File: config.mk
export PLATFORM = sky130hd
export DESIGN_NAME = proc
export DESIGN_NICKNAME = d
export VERILOG_FILES = /design/src/rtl/proc_pkg.sv /design/src/rtl/decode.sv /design/src/rtl/execute.sv /design/src/rtl/fetch.sv /design/src/rtl/hazard_unit.sv /design/src/rtl/memory.sv /design/src/rtl/proc.sv
export SDC_FILE = /design/constraint.sdc
export NUM_CORES = 2
export LEC_CHECK = 0
export ABC_CLOCK_PERIOD_IN_PS = 18300
export BUFFER_PORTS_ARGS = -buffer_cell sky130_fd_sc_hd__buf_2
export CORE_ASPECT_RATIO = 0.75
export CORE_MARGIN = 2
export CORE_UTILIZATION = 40
export CTS_CLUSTER_SIZE = 24
export DETAILED_ROUTE_END_ITERATION = 10
export HOLD_SLACK_MARGIN = 0.15
export PLACE_DENSITY_LB_ADDON = 0.12
export SYNTH_ARGS = -nofsm -noshare
export SYNTH_HDL_FRONTEND = slang
export SYNTH_SLANG_ARGS = --single-unit
File: constraint.sdc
create_clock -name clk -period 18.3 [get_ports clk]
set_input_delay 1.83 -clock clk [delete_from_list [all_inputs] [get_ports clk]]
set_output_delay 1.83 -clock clk [all_outputs]
set_load 0.03 [all_outputs]
File: src/rtl/proc_pkg.sv
`default_nettype none

package proc_pkg;

    typedef logic [31:0] xlen_t;
    typedef logic [4:0]  reg_idx_t;

    // Major opcodes of the supported subset
    localparam logic [6:0] OPC_LUI    = 7'b0110111;
    localparam logic [6:0] OPC_OP_IMM = 7'b0010011;
    localparam logic [6:0] OPC_OP     = 7'b0110011;
    localparam logic [6:0] OPC_LOAD   = 7'b0000011;
    localparam logic [6:0] OPC_STORE  = 7'b0100011;
    localparam logic [6:0] OPC_BRANCH = 7'b1100011;
    localparam logic [6:0] OPC_JAL    = 7'b1101111;
    // Custom return-from-interrupt
    localparam logic [6:0] OPC_RTI    = 7'b0001000;

    typedef enum logic [3:0] {
        OP_INVALID,
        OP_LUI,
        OP_ADDI,
        OP_ADD,
        OP_SUB,
        OP_AND,
        OP_OR,
        OP_XOR,
        OP_SLT,
        OP_LW,
        OP_SW,
        OP_BEQ,
        OP_BNE,
        OP_JAL,
        OP_RTI
    } op_t;

    // Operand source for the execute stage
    typedef enum logic [1:0] {
        REG,
        FROM_MEM,
        FROM_WB
    } fwd_sel_t;

    typedef struct packed {
        xlen_t instr;
        xlen_t pc;
        logic  valid;
    } if_id_t;

    typedef struct packed {
        op_t      op;
        reg_idx_t rs1;
        reg_idx_t rs2;
        reg_idx_t rd;
        xlen_t    rs1_val;
        xlen_t    rs2_val;
        xlen_t    imm;
        xlen_t    pc;
        logic     reg_write;
        logic     valid;
    } id_ex_t;

    typedef struct packed {
        xlen_t    alu_result;
        xlen_t    store_data;
        xlen_t    pc;
        reg_idx_t rd;
        op_t      op;
        logic     reg_write;
        logic     valid;
    } ex_mem_t;

    typedef struct packed {
        logic     valid;
        reg_idx_t rd;
        xlen_t    data;
        xlen_t    pc;
    } retire_t;

    typedef struct packed {
        logic  valid;
        xlen_t addr;
        xlen_t data;
    } store_t;

endpackage

`default_nettype wire

File: src/rtl/decode.sv
`timescale 1ns/1ps
`default_nettype none

module decode import proc_pkg::*; (
    input  logic     clk,
    input  logic     rst_n,
    input  if_id_t   if_id,
    input  logic     stall,
    input  logic     flush,
    input  retire_t  wb,
    output id_ex_t   id_ex,
    output reg_idx_t rs1_idx,
    output reg_idx_t rs2_idx,
    output logic     rti_seen
);

    xlen_t      instr;
    logic [6:0] opcode;
    logic [2:0] funct3;
    logic [6:0] funct7;
    reg_idx_t   rd;
    op_t        op;
    xlen_t      imm;
    logic       uses_rs1;
    logic       uses_rs2;
    logic       writes_rd;
    xlen_t      regs [32];

    assign instr  = if_id.instr;
    assign opcode = instr[6:0];
    assign funct3 = instr[14:12];
    assign funct7 = instr[31:25];
    assign rd     = instr[11:7];

    // Opcode and function fields to op, with the matching immediate
    always_comb begin
        op  = OP_INVALID;
        imm = '0;
        case (opcode)
            OPC_LUI: begin
                op  = OP_LUI;
                imm = {instr[31:12], 12'b0};
            end
            OPC_OP_IMM: begin
                op  = (funct3 == 3'b000) ? OP_ADDI : OP_INVALID;
                imm = {{20{instr[31]}}, instr[31:20]};
            end
            OPC_OP: begin
                case ({funct7, funct3})
                    {7'b0000000, 3'b000}: op = OP_ADD;
                    {7'b0100000, 3'b000}: op = OP_SUB;
                    {7'b0000000, 3'b111}: op = OP_AND;
                    {7'b0000000, 3'b110}: op = OP_OR;
                    {7'b0000000, 3'b100}: op = OP_XOR;
                    {7'b0000000, 3'b010}: op = OP_SLT;
                    default:              op = OP_INVALID;
                endcase
            end
            OPC_LOAD: begin
                op  = (funct3 == 3'b010) ? OP_LW : OP_INVALID;
                imm = {{20{instr[31]}}, instr[31:20]};
            end
            OPC_STORE: begin
                op  = (funct3 == 3'b010) ? OP_SW : OP_INVALID;
                imm = {{20{instr[31]}}, instr[31:25], instr[11:7]};
            end
            OPC_BRANCH: begin
                op  = (funct3 == 3'b000) ? OP_BEQ :
                      (funct3 == 3'b001) ? OP_BNE : OP_INVALID;
                imm = {{19{instr[31]}}, instr[31], instr[7], instr[30:25],
                       instr[11:8], 1'b0};
            end
            OPC_JAL: begin
                op  = OP_JAL;
                imm = {{11{instr[31]}}, instr[31], instr[19:12], instr[20],
                       instr[30:21], 1'b0};
            end
            OPC_RTI: op = OP_RTI;
            default: op = OP_INVALID;
        endcase
    end

    assign uses_rs1  = op inside {OP_ADDI, OP_ADD, OP_SUB, OP_AND, OP_OR, OP_XOR,
                                  OP_SLT, OP_LW, OP_SW, OP_BEQ, OP_BNE};
    assign uses_rs2  = op inside {OP_ADD, OP_SUB, OP_AND, OP_OR, OP_XOR, OP_SLT,
                                  OP_SW, OP_BEQ, OP_BNE};
    assign writes_rd = op inside {OP_LUI, OP_ADDI, OP_ADD, OP_SUB, OP_AND, OP_OR,
                                  OP_XOR, OP_SLT, OP_LW, OP_JAL};

    // Unused sources read as x0 so they never match a producer
    assign rs1_idx  = (if_id.valid && uses_rs1) ? instr[19:15] : '0;
    assign rs2_idx  = (if_id.valid && uses_rs2) ? instr[24:20] : '0;
    assign rti_seen = if_id.valid && (op == OP_RTI);

    always_ff @(posedge clk) begin
        if (wb.valid && wb.rd != '0) begin
            regs[wb.rd] <= wb.data;
        end
    end

    // x0 reads zero; a same-cycle write is bypassed to the read
    function automatic xlen_t read_reg(reg_idx_t idx);
        if (idx == '0) begin
            return '0;
        end
        if (wb.valid && wb.rd == idx) begin
            return wb.data;
        end
        return regs[idx];
    endfunction

    always_ff @(posedge clk or negedge rst_n) begin
        if (!rst_n) begin
            id_ex <= '0;
        end else if (stall || flush || !if_id.valid) begin
            id_ex <= '0;
        end else begin
            id_ex.op        <= op;
            id_ex.rs1       <= rs1_idx;
            id_ex.rs2       <= rs2_idx;
            id_ex.rd        <= rd;
            id_ex.rs1_val   <= read_reg(rs1_idx);
            id_ex.rs2_val   <= read_reg(rs2_idx);
            id_ex.imm       <= imm;
            id_ex.pc        <= if_id.pc;
            id_ex.reg_write <= writes_rd && (rd != '0);
            id_ex.valid     <= 1'b1;
        end
    end

endmodule

`default_nettype wire

File: src/rtl/execute.sv
`timescale 1ns/1ps
`default_nettype none

module execute import proc_pkg::*; (
    input  logic     clk,
    input  logic     rst_n,
    input  id_ex_t   id_ex,
    input  fwd_sel_t fwd1,
    input  fwd_sel_t fwd2,
    input  xlen_t    mem_fwd,
    input  xlen_t    wb_fwd,
    output ex_mem_t  ex_mem,
    output logic     branch_taken,
    output xlen_t    branch_target
);

    xlen_t op_a;
    xlen_t op_b;
    xlen_t alu_result;

    function automatic xlen_t pick(fwd_sel_t sel, xlen_t reg_val, xlen_t mem_val,
                                   xlen_t wb_val);
        case (sel)
            FROM_MEM: return mem_val;
            FROM_WB:  return wb_val;
            default:  return reg_val;
        endcase
    endfunction

    assign op_a = pick(fwd1, id_ex.rs1_val, mem_fwd, wb_fwd);
    assign op_b = pick(fwd2, id_ex.rs2_val, mem_fwd, wb_fwd);

    // Loads and stores produce their address here, JAL its link value
    always_comb begin
        case (id_ex.op)
            OP_LUI:  alu_result = id_ex.imm;
            OP_ADDI: alu_result = op_a + id_ex.imm;
            OP_ADD:  alu_result = op_a + op_b;
            OP_SUB:  alu_result = op_a - op_b;
            OP_AND:  alu_result = op_a & op_b;
            OP_OR:   alu_result = op_a | op_b;
            OP_XOR:  alu_result = op_a ^ op_b;
            OP_SLT:  alu_result = {31'b0, $signed(op_a) < $signed(op_b)};
            OP_LW,
            OP_SW:   alu_result = op_a + id_ex.imm;
            OP_JAL:  alu_result = id_ex.pc + 32'd4;
            default: alu_result = '0;
        endcase
    end

    // Branches and JAL resolve here
    assign branch_taken  = id_ex.valid &&
                           ((id_ex.op == OP_BEQ && op_a == op_b) ||
                            (id_ex.op == OP_BNE && op_a != op_b) ||
                            (id_ex.op == OP_JAL));
    assign branch_target = id_ex.pc + id_ex.imm;

    always_ff @(posedge clk or negedge rst_n) begin
        if (!rst_n) begin
            ex_mem <= '0;
        end else begin
            ex_mem.alu_result <= alu_result;
            ex_mem.store_data <= op_b;
            ex_mem.pc         <= id_ex.pc;
            ex_mem.rd         <= id_ex.rd;
            ex_mem.op         <= id_ex.op;
            ex_mem.reg_write  <= id_ex.reg_write && id_ex.valid;
            ex_mem.valid      <= id_ex.valid;
        end
    end

endmodule

`default_nettype wire

File: src/rtl/fetch.sv
`timescale 1ns/1ps
`default_nettype none

module fetch import proc_pkg::*; #(
    parameter xlen_t RESET_PC   = 32'h0000_0000,
    parameter xlen_t IRQ_VECTOR = 32'h0000_0100
) (
    input  logic   clk,
    input  logic   rst_n,
    input  logic   stall,
    input  logic   branch_taken,
    input  xlen_t  branch_target,
    input  logic   irq_take,
    input  logic   rti_seen,
    input  xlen_t  imem_data,
    output xlen_t  imem_addr,
    output if_id_t if_id
);

    xlen_t pc;
    xlen_t epc;
    xlen_t pc_plus4;

    assign pc_plus4  = pc + 32'd4;
    // Instruction memory answers within the same cycle
    assign imem_addr = pc;

    // Redirects outrank the load-use stall
    always_ff @(posedge clk or negedge rst_n) begin
        if (!rst_n) begin
            pc    <= RESET_PC;
            epc   <= RESET_PC;
            if_id <= '0;
        end else if (branch_taken) begin
            pc    <= branch_target;
            if_id <= '0;
        end else if (irq_take) begin
            // Oldest instruction that has not reached execute
            epc   <= if_id.valid ? if_id.pc : pc;
            pc    <= IRQ_VECTOR;
            if_id <= '0;
        end else if (rti_seen) begin
            pc    <= epc;
            if_id <= '0;
        end else if (!stall) begin
            pc          <= pc_plus4;
            if_id.instr <= imem_data;
            if_id.pc    <= pc;
            if_id.valid <= 1'b1;
        end
    end

endmodule

`default_nettype wire

File: src/rtl/hazard_unit.sv
`timescale 1ns/1ps
`default_nettype none

module hazard_unit import proc_pkg::*; (
    input  reg_idx_t rs1_idx,
    input  reg_idx_t rs2_idx,
    input  id_ex_t   id_ex,
    input  ex_mem_t  ex_mem,
    input  retire_t  retire,
    output fwd_sel_t fwd1,
    output fwd_sel_t fwd2,
    output logic     stall
);

    logic load_in_ex;

    // Newer producer in memory beats the retiring one
    function automatic fwd_sel_t select(reg_idx_t src, ex_mem_t em, retire_t rt);
        if (src == '0) begin
            return REG;
        end
        if (em.valid && em.reg_write && em.rd == src) begin
            return FROM_MEM;
        end
        if (rt.valid && rt.rd == src) begin
            return FROM_WB;
        end
        return REG;
    endfunction

    assign fwd1 = select(id_ex.rs1, ex_mem, retire);
    assign fwd2 = select(id_ex.rs2, ex_mem, retire);

    // Load data only exists after memory, so hold the consumer one cycle
    assign load_in_ex = id_ex.valid && id_ex.reg_write && (id_ex.op == OP_LW);
    assign stall      = load_in_ex &&
                        ((id_ex.rd == rs1_idx) || (id_ex.rd == rs2_idx));

endmodule

`default_nettype wire

File: src/rtl/memory.sv
`timescale 1ns/1ps
`default_nettype none

module memory import proc_pkg::*; (
    input  logic    clk,
    input  logic    rst_n,
    input  ex_mem_t ex_mem,
    input  xlen_t   dmem_rdata,
    output xlen_t   dmem_raddr,
    output store_t  dmem_wr,
    output retire_t retire
);

    logic is_load;
    logic is_store;

    assign is_load  = ex_mem.valid && (ex_mem.op == OP_LW);
    assign is_store = ex_mem.valid && (ex_mem.op == OP_SW);

    // Data memory reads back combinationally
    assign dmem_raddr   = ex_mem.alu_result;
    assign dmem_wr.valid = is_store;
    assign dmem_wr.addr  = ex_mem.alu_result;
    assign dmem_wr.data  = ex_mem.store_data;

    always_ff @(posedge clk or negedge rst_n) begin
        if (!rst_n) begin
            retire <= '0;
        end else begin
            retire.valid <= ex_mem.reg_write || is_store;
            // Stores show up in the trace with rd zero
            retire.rd    <= is_store ? '0 : ex_mem.rd;
            if (is_load) begin
                retire.data <= dmem_rdata;
            end else if (is_store) begin
                retire.data <= ex_mem.store_data;
            end else begin
                retire.data <= ex_mem.alu_result;
            end
            retire.pc    <= ex_mem.pc;
        end
    end

endmodule

`default_nettype wire

File: src/rtl/proc.sv
`timescale 1ns/1ps
`default_nettype none

module proc import proc_pkg::*; #(
    parameter xlen_t RESET_PC   = 32'h0000_0000,
    parameter xlen_t IRQ_VECTOR = 32'h0000_0100
) (
    input  logic    clk,
    input  logic    rst_n,
    input  logic    irq,
    input  xlen_t   imem_data,
    input  xlen_t   dmem_rdata,
    output xlen_t   imem_addr,
    output xlen_t   dmem_raddr,
    output store_t  dmem_wr,
    output retire_t retire
);

    if_id_t   if_id;
    id_ex_t   id_ex;
    ex_mem_t  ex_mem;
    retire_t  wb;
    reg_idx_t rs1_idx;
    reg_idx_t rs2_idx;
    fwd_sel_t fwd1;
    fwd_sel_t fwd2;
    logic     stall;
    logic     flush;
    logic     branch_taken;
    xlen_t    branch_target;
    logic     rti_seen;
    logic     irq_take;
    logic     irq_latch;

    fetch #(
        .RESET_PC   (RESET_PC),
        .IRQ_VECTOR (IRQ_VECTOR)
    ) u_fetch (
        .clk           (clk),
        .rst_n         (rst_n),
        .stall         (stall),
        .branch_taken  (branch_taken),
        .branch_target (branch_target),
        .irq_take      (irq_take),
        .rti_seen      (rti_seen),
        .imem_data     (imem_data),
        .imem_addr     (imem_addr),
        .if_id         (if_id)
    );

    decode u_decode (
        .clk      (clk),
        .rst_n    (rst_n),
        .if_id    (if_id),
        .stall    (stall),
        .flush    (flush),
        .wb       (wb),
        .id_ex    (id_ex),
        .rs1_idx  (rs1_idx),
        .rs2_idx  (rs2_idx),
        .rti_seen (rti_seen)
    );

    execute u_execute (
        .clk           (clk),
        .rst_n         (rst_n),
        .id_ex         (id_ex),
        .fwd1          (fwd1),
        .fwd2          (fwd2),
        .mem_fwd       (ex_mem.alu_result),
        .wb_fwd        (retire.data),
        .ex_mem        (ex_mem),
        .branch_taken  (branch_taken),
        .branch_target (branch_target)
    );

    memory u_memory (
        .clk        (clk),
        .rst_n      (rst_n),
        .ex_mem     (ex_mem),
        .dmem_rdata (dmem_rdata),
        .dmem_raddr (dmem_raddr),
        .dmem_wr    (dmem_wr),
        .retire     (retire)
    );

    hazard_unit u_hazard (
        .rs1_idx (rs1_idx),
        .rs2_idx (rs2_idx),
        .id_ex   (id_ex),
        .ex_mem  (ex_mem),
        .retire  (retire),
        .fwd1    (fwd1),
        .fwd2    (fwd2),
        .stall   (stall)
    );

    // Stores carry rd zero and stay out of the register file
    always_comb begin
        wb       = retire;
        wb.valid = retire.valid && (retire.rd != '0);
    end

    // A taken branch wins, so the interrupt waits a cycle
    assign irq_take = irq && !irq_latch && !branch_taken;
    assign flush    = branch_taken || irq_take || rti_seen;

    // Blocks nested interrupts until RTI
    always_ff @(posedge clk or negedge rst_n) begin
        if (!rst_n) begin
            irq_latch <= 1'b0;
        end else if (irq_take) begin
            irq_latch <= 1'b1;
        end else if (rti_seen && !branch_taken) begin
            irq_latch <= 1'b0;
        end
    end

endmodule

`default_nettype wire

Yosys cells after proc, flatten, opt, wreduce, memory -nomap -nowiden
Memory sizes are Yosys's and may differ from the RTL's.
Cells that the tools add are included.
- multiplexer cells: 72
- multiply operators: 0
- reduce and logical (&&, ||, !) cells: 50
- $add $sub $neg: 6
- bitwise logic cells: 4
- div/mod/pow operators: 0
- magnitude comparators: 1
- shift operators: 0
- eq/ne operators: 59
- operators by type and width (cell ; number):
    2-to-1 mux 32 bit ; 15
    one-hot mux 32 bit (9 select lines) ; 1
    2-to-1 mux 65 bit ; 4
    one-hot mux 32 bit (5 select lines) ; 1
    2-to-1 mux 149 bit ; 1
    one-hot mux 32 bit (2 select lines) ; 2
    adder 32 bit ; 3
    adder 32 x 3 -> 32 bit (second input constant) ; 2
    equality test 4 bit (second input constant) ; 15
    equality test 5 bit ; 8
    bitwise AND 32 bit ; 1
    equality test 32 bit ; 1
    equality test 4 x 3 -> 1 bit (second input constant) ; 8
    less-than comparator 32 bit ; 1
    != test 32 bit ; 1
    OR 32 bit ; 1
    one-hot mux 4 bit (8 select lines) ; 1
    subtractor 32 bit ; 1
    bitwise XOR 32 bit ; 1
    equality test 10 x 3 -> 1 bit (second input constant) ; 3
    2-to-1 mux 1 bit ; 26
    2-to-1 mux 2 bit ; 13
    logical AND 1 bit ; 24
    one-hot mux 4 bit (6 select lines) ; 1
    other kinds (30) ; 57
- memories kept: 1
- bits in writable memories: 1024
- bits in registers: 456
- bits in latches: 0
- word-level logic and storage cells: 220
- input port bits: 67
- output and inout port bits: 199
- memory bits (read-only): 0
- memory list (name ; words ; bits a word ; rd ports ; clocked after memory_dff ; write ports ; line ; source):
    u_decode.regs ; 32 ; 32 ; 2 ; 0 ; 1 ; decode.sv:27 ; xlen_t regs [32];

Depth between registers and ports, before layout
- depth in word-level cells: 28
- mapped depth: 25

Hierarchy
From an unflattened synthesis, not the netlist that was laid out.
- cells, all modules: 6560
- area, all modules: 76031.7 sq um
- modules (own cells, without submodules) (module ; seq. area each (sq um) ; cells an instance ; instances ; area each (sq um)):
    decode ; 34478.1 ; 4072 ; 1 ; 53902.9
    execute ; 2677.6 ; 1501 ; 1 ; 12085.3
    fetch ; 3228.1 ; 587 ; 1 ; 6140.9
    memory ; 1751.7 ; 337 ; 1 ; 3422.0
    hazard_unit ; 0.0 ; 54 ; 1 ; 406.6
    proc ; 25.0 ; 9 ; 1 ; 73.8

Worst setup path after synthesis
OpenSTA, ideal clock, no wires.
- kind: reg2reg
- start: register u_memory.retire[66] (netlist name)
- end: register u_decode.id_ex[89] (netlist name)
- clock period less this slack: 5.943 ns
- stages on the path, launching flop included: 24
- data arrival time: 5.872 ns
- setup time: 0.071 ns
- required time: 18.229 ns
- setup slack: 12.357 ns
- path through: dfrtp_1 buf_1 xnor2_1 nand2_1 or4_1 ha_1 clkbuf_1 clkbuf_1 nor2_1 a21oi_1 inv_1 ha_1 or4b_2 nor4_1 and4_1 a2111oi_0 a311o_1 nor2_1 o2111ai_1 a311oi_1 and2_1 buf_2 buf_2 a32o_1
- cells in the longest elaborated chain, start to end: 22
- elaborated cells on any way between the ends: 48
- RTL lines (element ; line ; source):
    equality test 5 bit * ; hazard_unit.sv:25 ; if (rt.valid && rt.rd == src) begin
    logical AND 1 bit * ; hazard_unit.sv:25 ;
    2-to-1 mux 1 bit (2 in series) ; hazard_unit.sv:25 ;
    2-to-1 mux 1 bit ; hazard_unit.sv:22 ; if (em.valid && em.reg_write && em.rd == src) begin
    2-to-1 mux 2 bit * ; hazard_unit.sv:28 ; return REG;
    2-to-1 mux 2 bit * ; hazard_unit.sv:25 ;
    2-to-1 mux 2 bit * ; hazard_unit.sv:22 ;
    equality test 2 bit / equality test 2 x 1 -> 1 bit (equally long branches) ; execute.sv:23 ; case (sel)
    (+1 left out) ; -- ;
    via u_execute.op_b[7] ; execute.sv:18 ; xlen_t op_b;
    (+2 left out) ; -- ;
    logical OR 1 bit * ; execute.sv:53 ; ((id_ex.op == OP_BEQ && op_a == op_b) ||
    logical OR 1 bit * ; execute.sv:54 ; (id_ex.op == OP_BNE && op_a != op_b) ||
    logical AND 1 bit * ; execute.sv:52 ; assign branch_taken = id_ex.valid &&
    logical NOT 1 bit ; proc.sv:105 ; assign irq_take = irq && !irq_latch && !branch_taken;
    logical AND 1 bit ; proc.sv:105 ;
    logical OR 1 bit * (2 in series) ; proc.sv:106 ; assign flush = branch_taken || irq_take || rti_seen;
    logical OR 1 bit * (2 in series) ; decode.sv:115 ; end else if (stall || flush || !if_id.valid) begin
    2-to-1 mux 149 bit * ; decode.sv:115 ;
The timed path passes the listed nets; every way through them passes the cells marked *. The select of a mux whose other input is x is not followed.
A chain may end at the register's enable or synchronous reset.

Final worst setup path
- start: register u_memory.retire[66] (netlist name)
- end: register u_decode.id_ex[92] (netlist name)
- cells in the longest elaborated chain, start to end: 22
- elaborated cells on any way between the ends: 48
- RTL lines (element ; line):
    equality test 5 bit * ; hazard_unit.sv:25
    logical AND 1 bit * ; hazard_unit.sv:25
    2-to-1 mux 1 bit (2 in series) ; hazard_unit.sv:25
    2-to-1 mux 1 bit ; hazard_unit.sv:22
    2-to-1 mux 2 bit * ; hazard_unit.sv:28
    2-to-1 mux 2 bit * ; hazard_unit.sv:25
    2-to-1 mux 2 bit * ; hazard_unit.sv:22
    equality test 2 bit / equality test 2 x 1 -> 1 bit (equally long branches) ; execute.sv:23
    (+1 left out) ; --
    via u_execute.op_b[7] ; execute.sv:18
    (+2 left out) ; --
    logical OR 1 bit * ; execute.sv:53
    logical OR 1 bit * ; execute.sv:54
    logical AND 1 bit * ; execute.sv:52
    logical NOT 1 bit ; proc.sv:105
    logical AND 1 bit ; proc.sv:105
    logical OR 1 bit * (2 in series) ; proc.sv:106
    logical OR 1 bit * (2 in series) ; decode.sv:115
    2-to-1 mux 149 bit * ; decode.sv:115
Marked as above.

==> run summary <==
GR Overflow Total: 0
total power: 7.79 mW
Post-Synthesis Cell Area: 0.0747 mm2
worst-path maximum fanout: 46
Avg Cell Area, Syn: 10.4 um2
CTS sink cnt: 1480
post-synth top area share: 41.2%
EDFF count, synth: 1024
Min Clock Period, post-route: 8.48 ns
worst-case clock buffer depth: 3
post-synth cell types: 98
Hold Crit Class: register to register
num ports: 266
Post-DRT Antenna Nets: 0
Worst VDD drop: 0.0975 mV
top post-synthesis cells by area: edfxtp_1 (41%), dfrtp_1 (15%), nand2_1 (7.7%)
Sw Share: 27.6%
maxcap violations: 0
Final GP Congestion: 0.971
drt drc: 0
Final WS setup: 9.82 ns
DR vias/cell: 6.47
RSZ-0062 raised after global routing: no
post-route setup TNS: 0 ns
vias in the first global route: 58175
Comb power frac: 9.3%
Crit Reg-Reg Startpoint: u_memory.retire[66]
Tightest Pin Transition: 1.22 ns
CTS tree: built
post-synthesis sequential area ratio: 56.4%
final hold vios: 0
critical path class: register to register
cts hold-fix bufs: 0
synth-to-layout area growth: 12.1%
setup bufs post-CTS: 0
post-layout util: 45.1%
Setup crit start: u_memory.retire[66]
Critical Path AT: 9.22 ns
DP Wirelength: 209 mm
first-pass GRT wire length: 467 mm
Tot GR Track Use: 35.0%
FFs w/ async S/R, synth: 30.8%
routed wire length per instance: 34.6 um
cell area power density: 93.0 mW/mm2
#FFs+latches synth: 1480
leading area contributor after synthesis: edfxtp_1
Root Driver: clkbuf_16
Yosys warning total: 0
largest net degree at the start of global routing: 109
die height: 378 um
synthesized instance count: 7181
most frequent cell after synthesis: nand2_1
switching power: 2.15 mW
post_cts resized: 0
chip width: 503 um
Synth Flop Type: edfxtp_1
# setup viols final: 0
routed vias: 63839
HP Start: u_execute.ex_mem[30]
CP Launch Type: register
period utilization: 46.3%
Seq pwr share: 50.0%
Rel. slew slack: 18.7%
Leak Pwr: 30.8 nW
antenna violations before repair: 23
Nets: 7467
final-report max-slew violation count: 0
CTS buffer count: 155
overall routed net length: 341 mm
Place WS: 10.09 ns
Int Pwr: 5.64 mW
Rows: 137
endpoint class of the critical path: register
share of post-route cells with drive strength above 1: 11.5%
clock-pin transition on the worst setup and hold timing paths: 0.06 ns
FMAX: 0.118 GHz
clock skew: 0.0353 ns
IO buf count: 265
commonest cells in the netlist: nand2_1 (1526), edfxtp_1 (1024), a21oi_1 (485)
initial DRC count: 10332
outcome: finished clean
Core Area: 0.186 mm2
DRT Pass-1 Iters: 9
Initial Utilization: 40.2%
clock power share: 40.7%
design area: 0.0838 mm2
Req. time, crit path: 19.04 ns
H-tree depth: 4
Post-DP Area: 0.0788 mm2
die area: 0.190 mm2
Clock Latency Late Sink: 0.83 ns
## metrics by stage
step | cells | hold WS [ns]
floorplan | 7212 | 0.331
global placement | 9578 | 0.332
detailed placement | 9578 | 0.335
CTS | 9858 | 0.348
global route | 9859 | 0.351
finish | 9871 | 0.347
## power groups by stage
stage	clock, mW	combinational (mW)	sequential, mW
2_1_floorplan	0	0.350	3.93
3_3_place_gp	0	0.706	3.95
3_5_place_dp	0	0.706	3.95
4_1_cts	3.19	0.709	3.89
5_1_grt	3.32	0.775	3.91
6_report	3.17	0.726	3.90
## placed cells by master (no fill, tap or decap), types with 23 or more instances in the layout
cell type and count:
a211oi_1 80, nor2_4 38, o22ai_1 30, a22oi_1 125, nor2b_1 56, o21ai_0 370
nand3_1 290, nand2_1 1518, conb_1 32, a21o_1 45, xor2_1 57, clkbuf_1 39
clkbuf_16 158, a21oi_1 482, ha_1 162, buf_4 203, a31oi_1 128, and3_1 39
buf_2 264, edfxtp_1 1024, a32oi_1 47, o221ai_1 27, mux2i_1 151, nor2_1 284
a2111oi_0 23, a221oi_1 143, nand4_1 79, o211ai_1 60, xnor2_1 85, dfrtp_1 452
a221o_1 141, clkinv_2 27, and2_1 47, inv_1 106, a21boi_0 32, nor3_1 75
## logic make-up (layout without fill, tap and decap cells)
group           after synthesis  after routing  share of synthesized area, %
flops                      1480           1480                          56.4
mux                         175            175                          2.43
simple gates               2561           2561                          14.8
buf+inv                     720            864                          4.27
compound gates             1935           1935                          17.5
other cells                   1             45                       0.00502
fa+ha+maj                   167            167                          2.83
xor+xnor                    142            142                          1.66
## registers in the layout (all words and copies together), names as in the netlist
register	count
u_execute.ex_mem	107
u_decode.id_ex	149
u_fetch.if_id	65
irq_latch	1
u_fetch.imem_addr	32
u_decode.regs	1024
u_fetch.epc	32
u_memory.retire	70
## final timing paths
path | endpoint | slack (ns) | cells after the start
setup / recovery | u_decode.id_ex[92] | 9.82 | 21
hold / removal | u_memory.retire[19] | 0.35 | 0
setup reg to reg | u_decode.id_ex[92] | 9.82 | 21
hold reg to reg | u_memory.retire[19] | 0.35 | 0
max in group asynchronous | u_decode.id_ex[31] | 14.14 | 4
min in group asynchronous | u_memory.retire[10] | 1.00 | 1
## cell type report
class                           instances  area (um2)
Fill cell                           17352      102000
Sequential cell                      1480       42200
Multi-Input combinational cell       5012       30100
Clock buffer                          204        4200
Tap cell                             2502        3130
Timing Repair Buffer                  475        3000
Clock inverter                         76         686
Inverter                              109         409
Antenna cell                           13        32.5
## layer usage
metal,track usage [%],part of all wire [%],routed length [um]
met1,51.6,43,146000
met2,46.8,39,135000
met3,12.0,14,47300
met4,12.6,3.8,13000
met5,0,0.028,94
## critical path, cell delays in order, from the launching register on
cell       delay [ns]
dfrtp_1          0.65
xnor2_1          0.18
nand2_1          0.07
or4_1            0.58
ha_2             0.67
buf_4            0.55
nor2_1           0.12
a21oi_1          0.32
inv_1            0.11
ha_1             0.37
or4b_2           0.69
nor4_1           0.30
and4_1           0.57
a2111oi_0        0.29
a311o_1          0.32
buf_4            0.25
nor2_1           0.37
o2111ai_1        0.18
a311oi_1         0.54
nand2_1          0.57
nor4b_1          0.48
a21o_1           0.13
(Power assumes the default switching activity.)
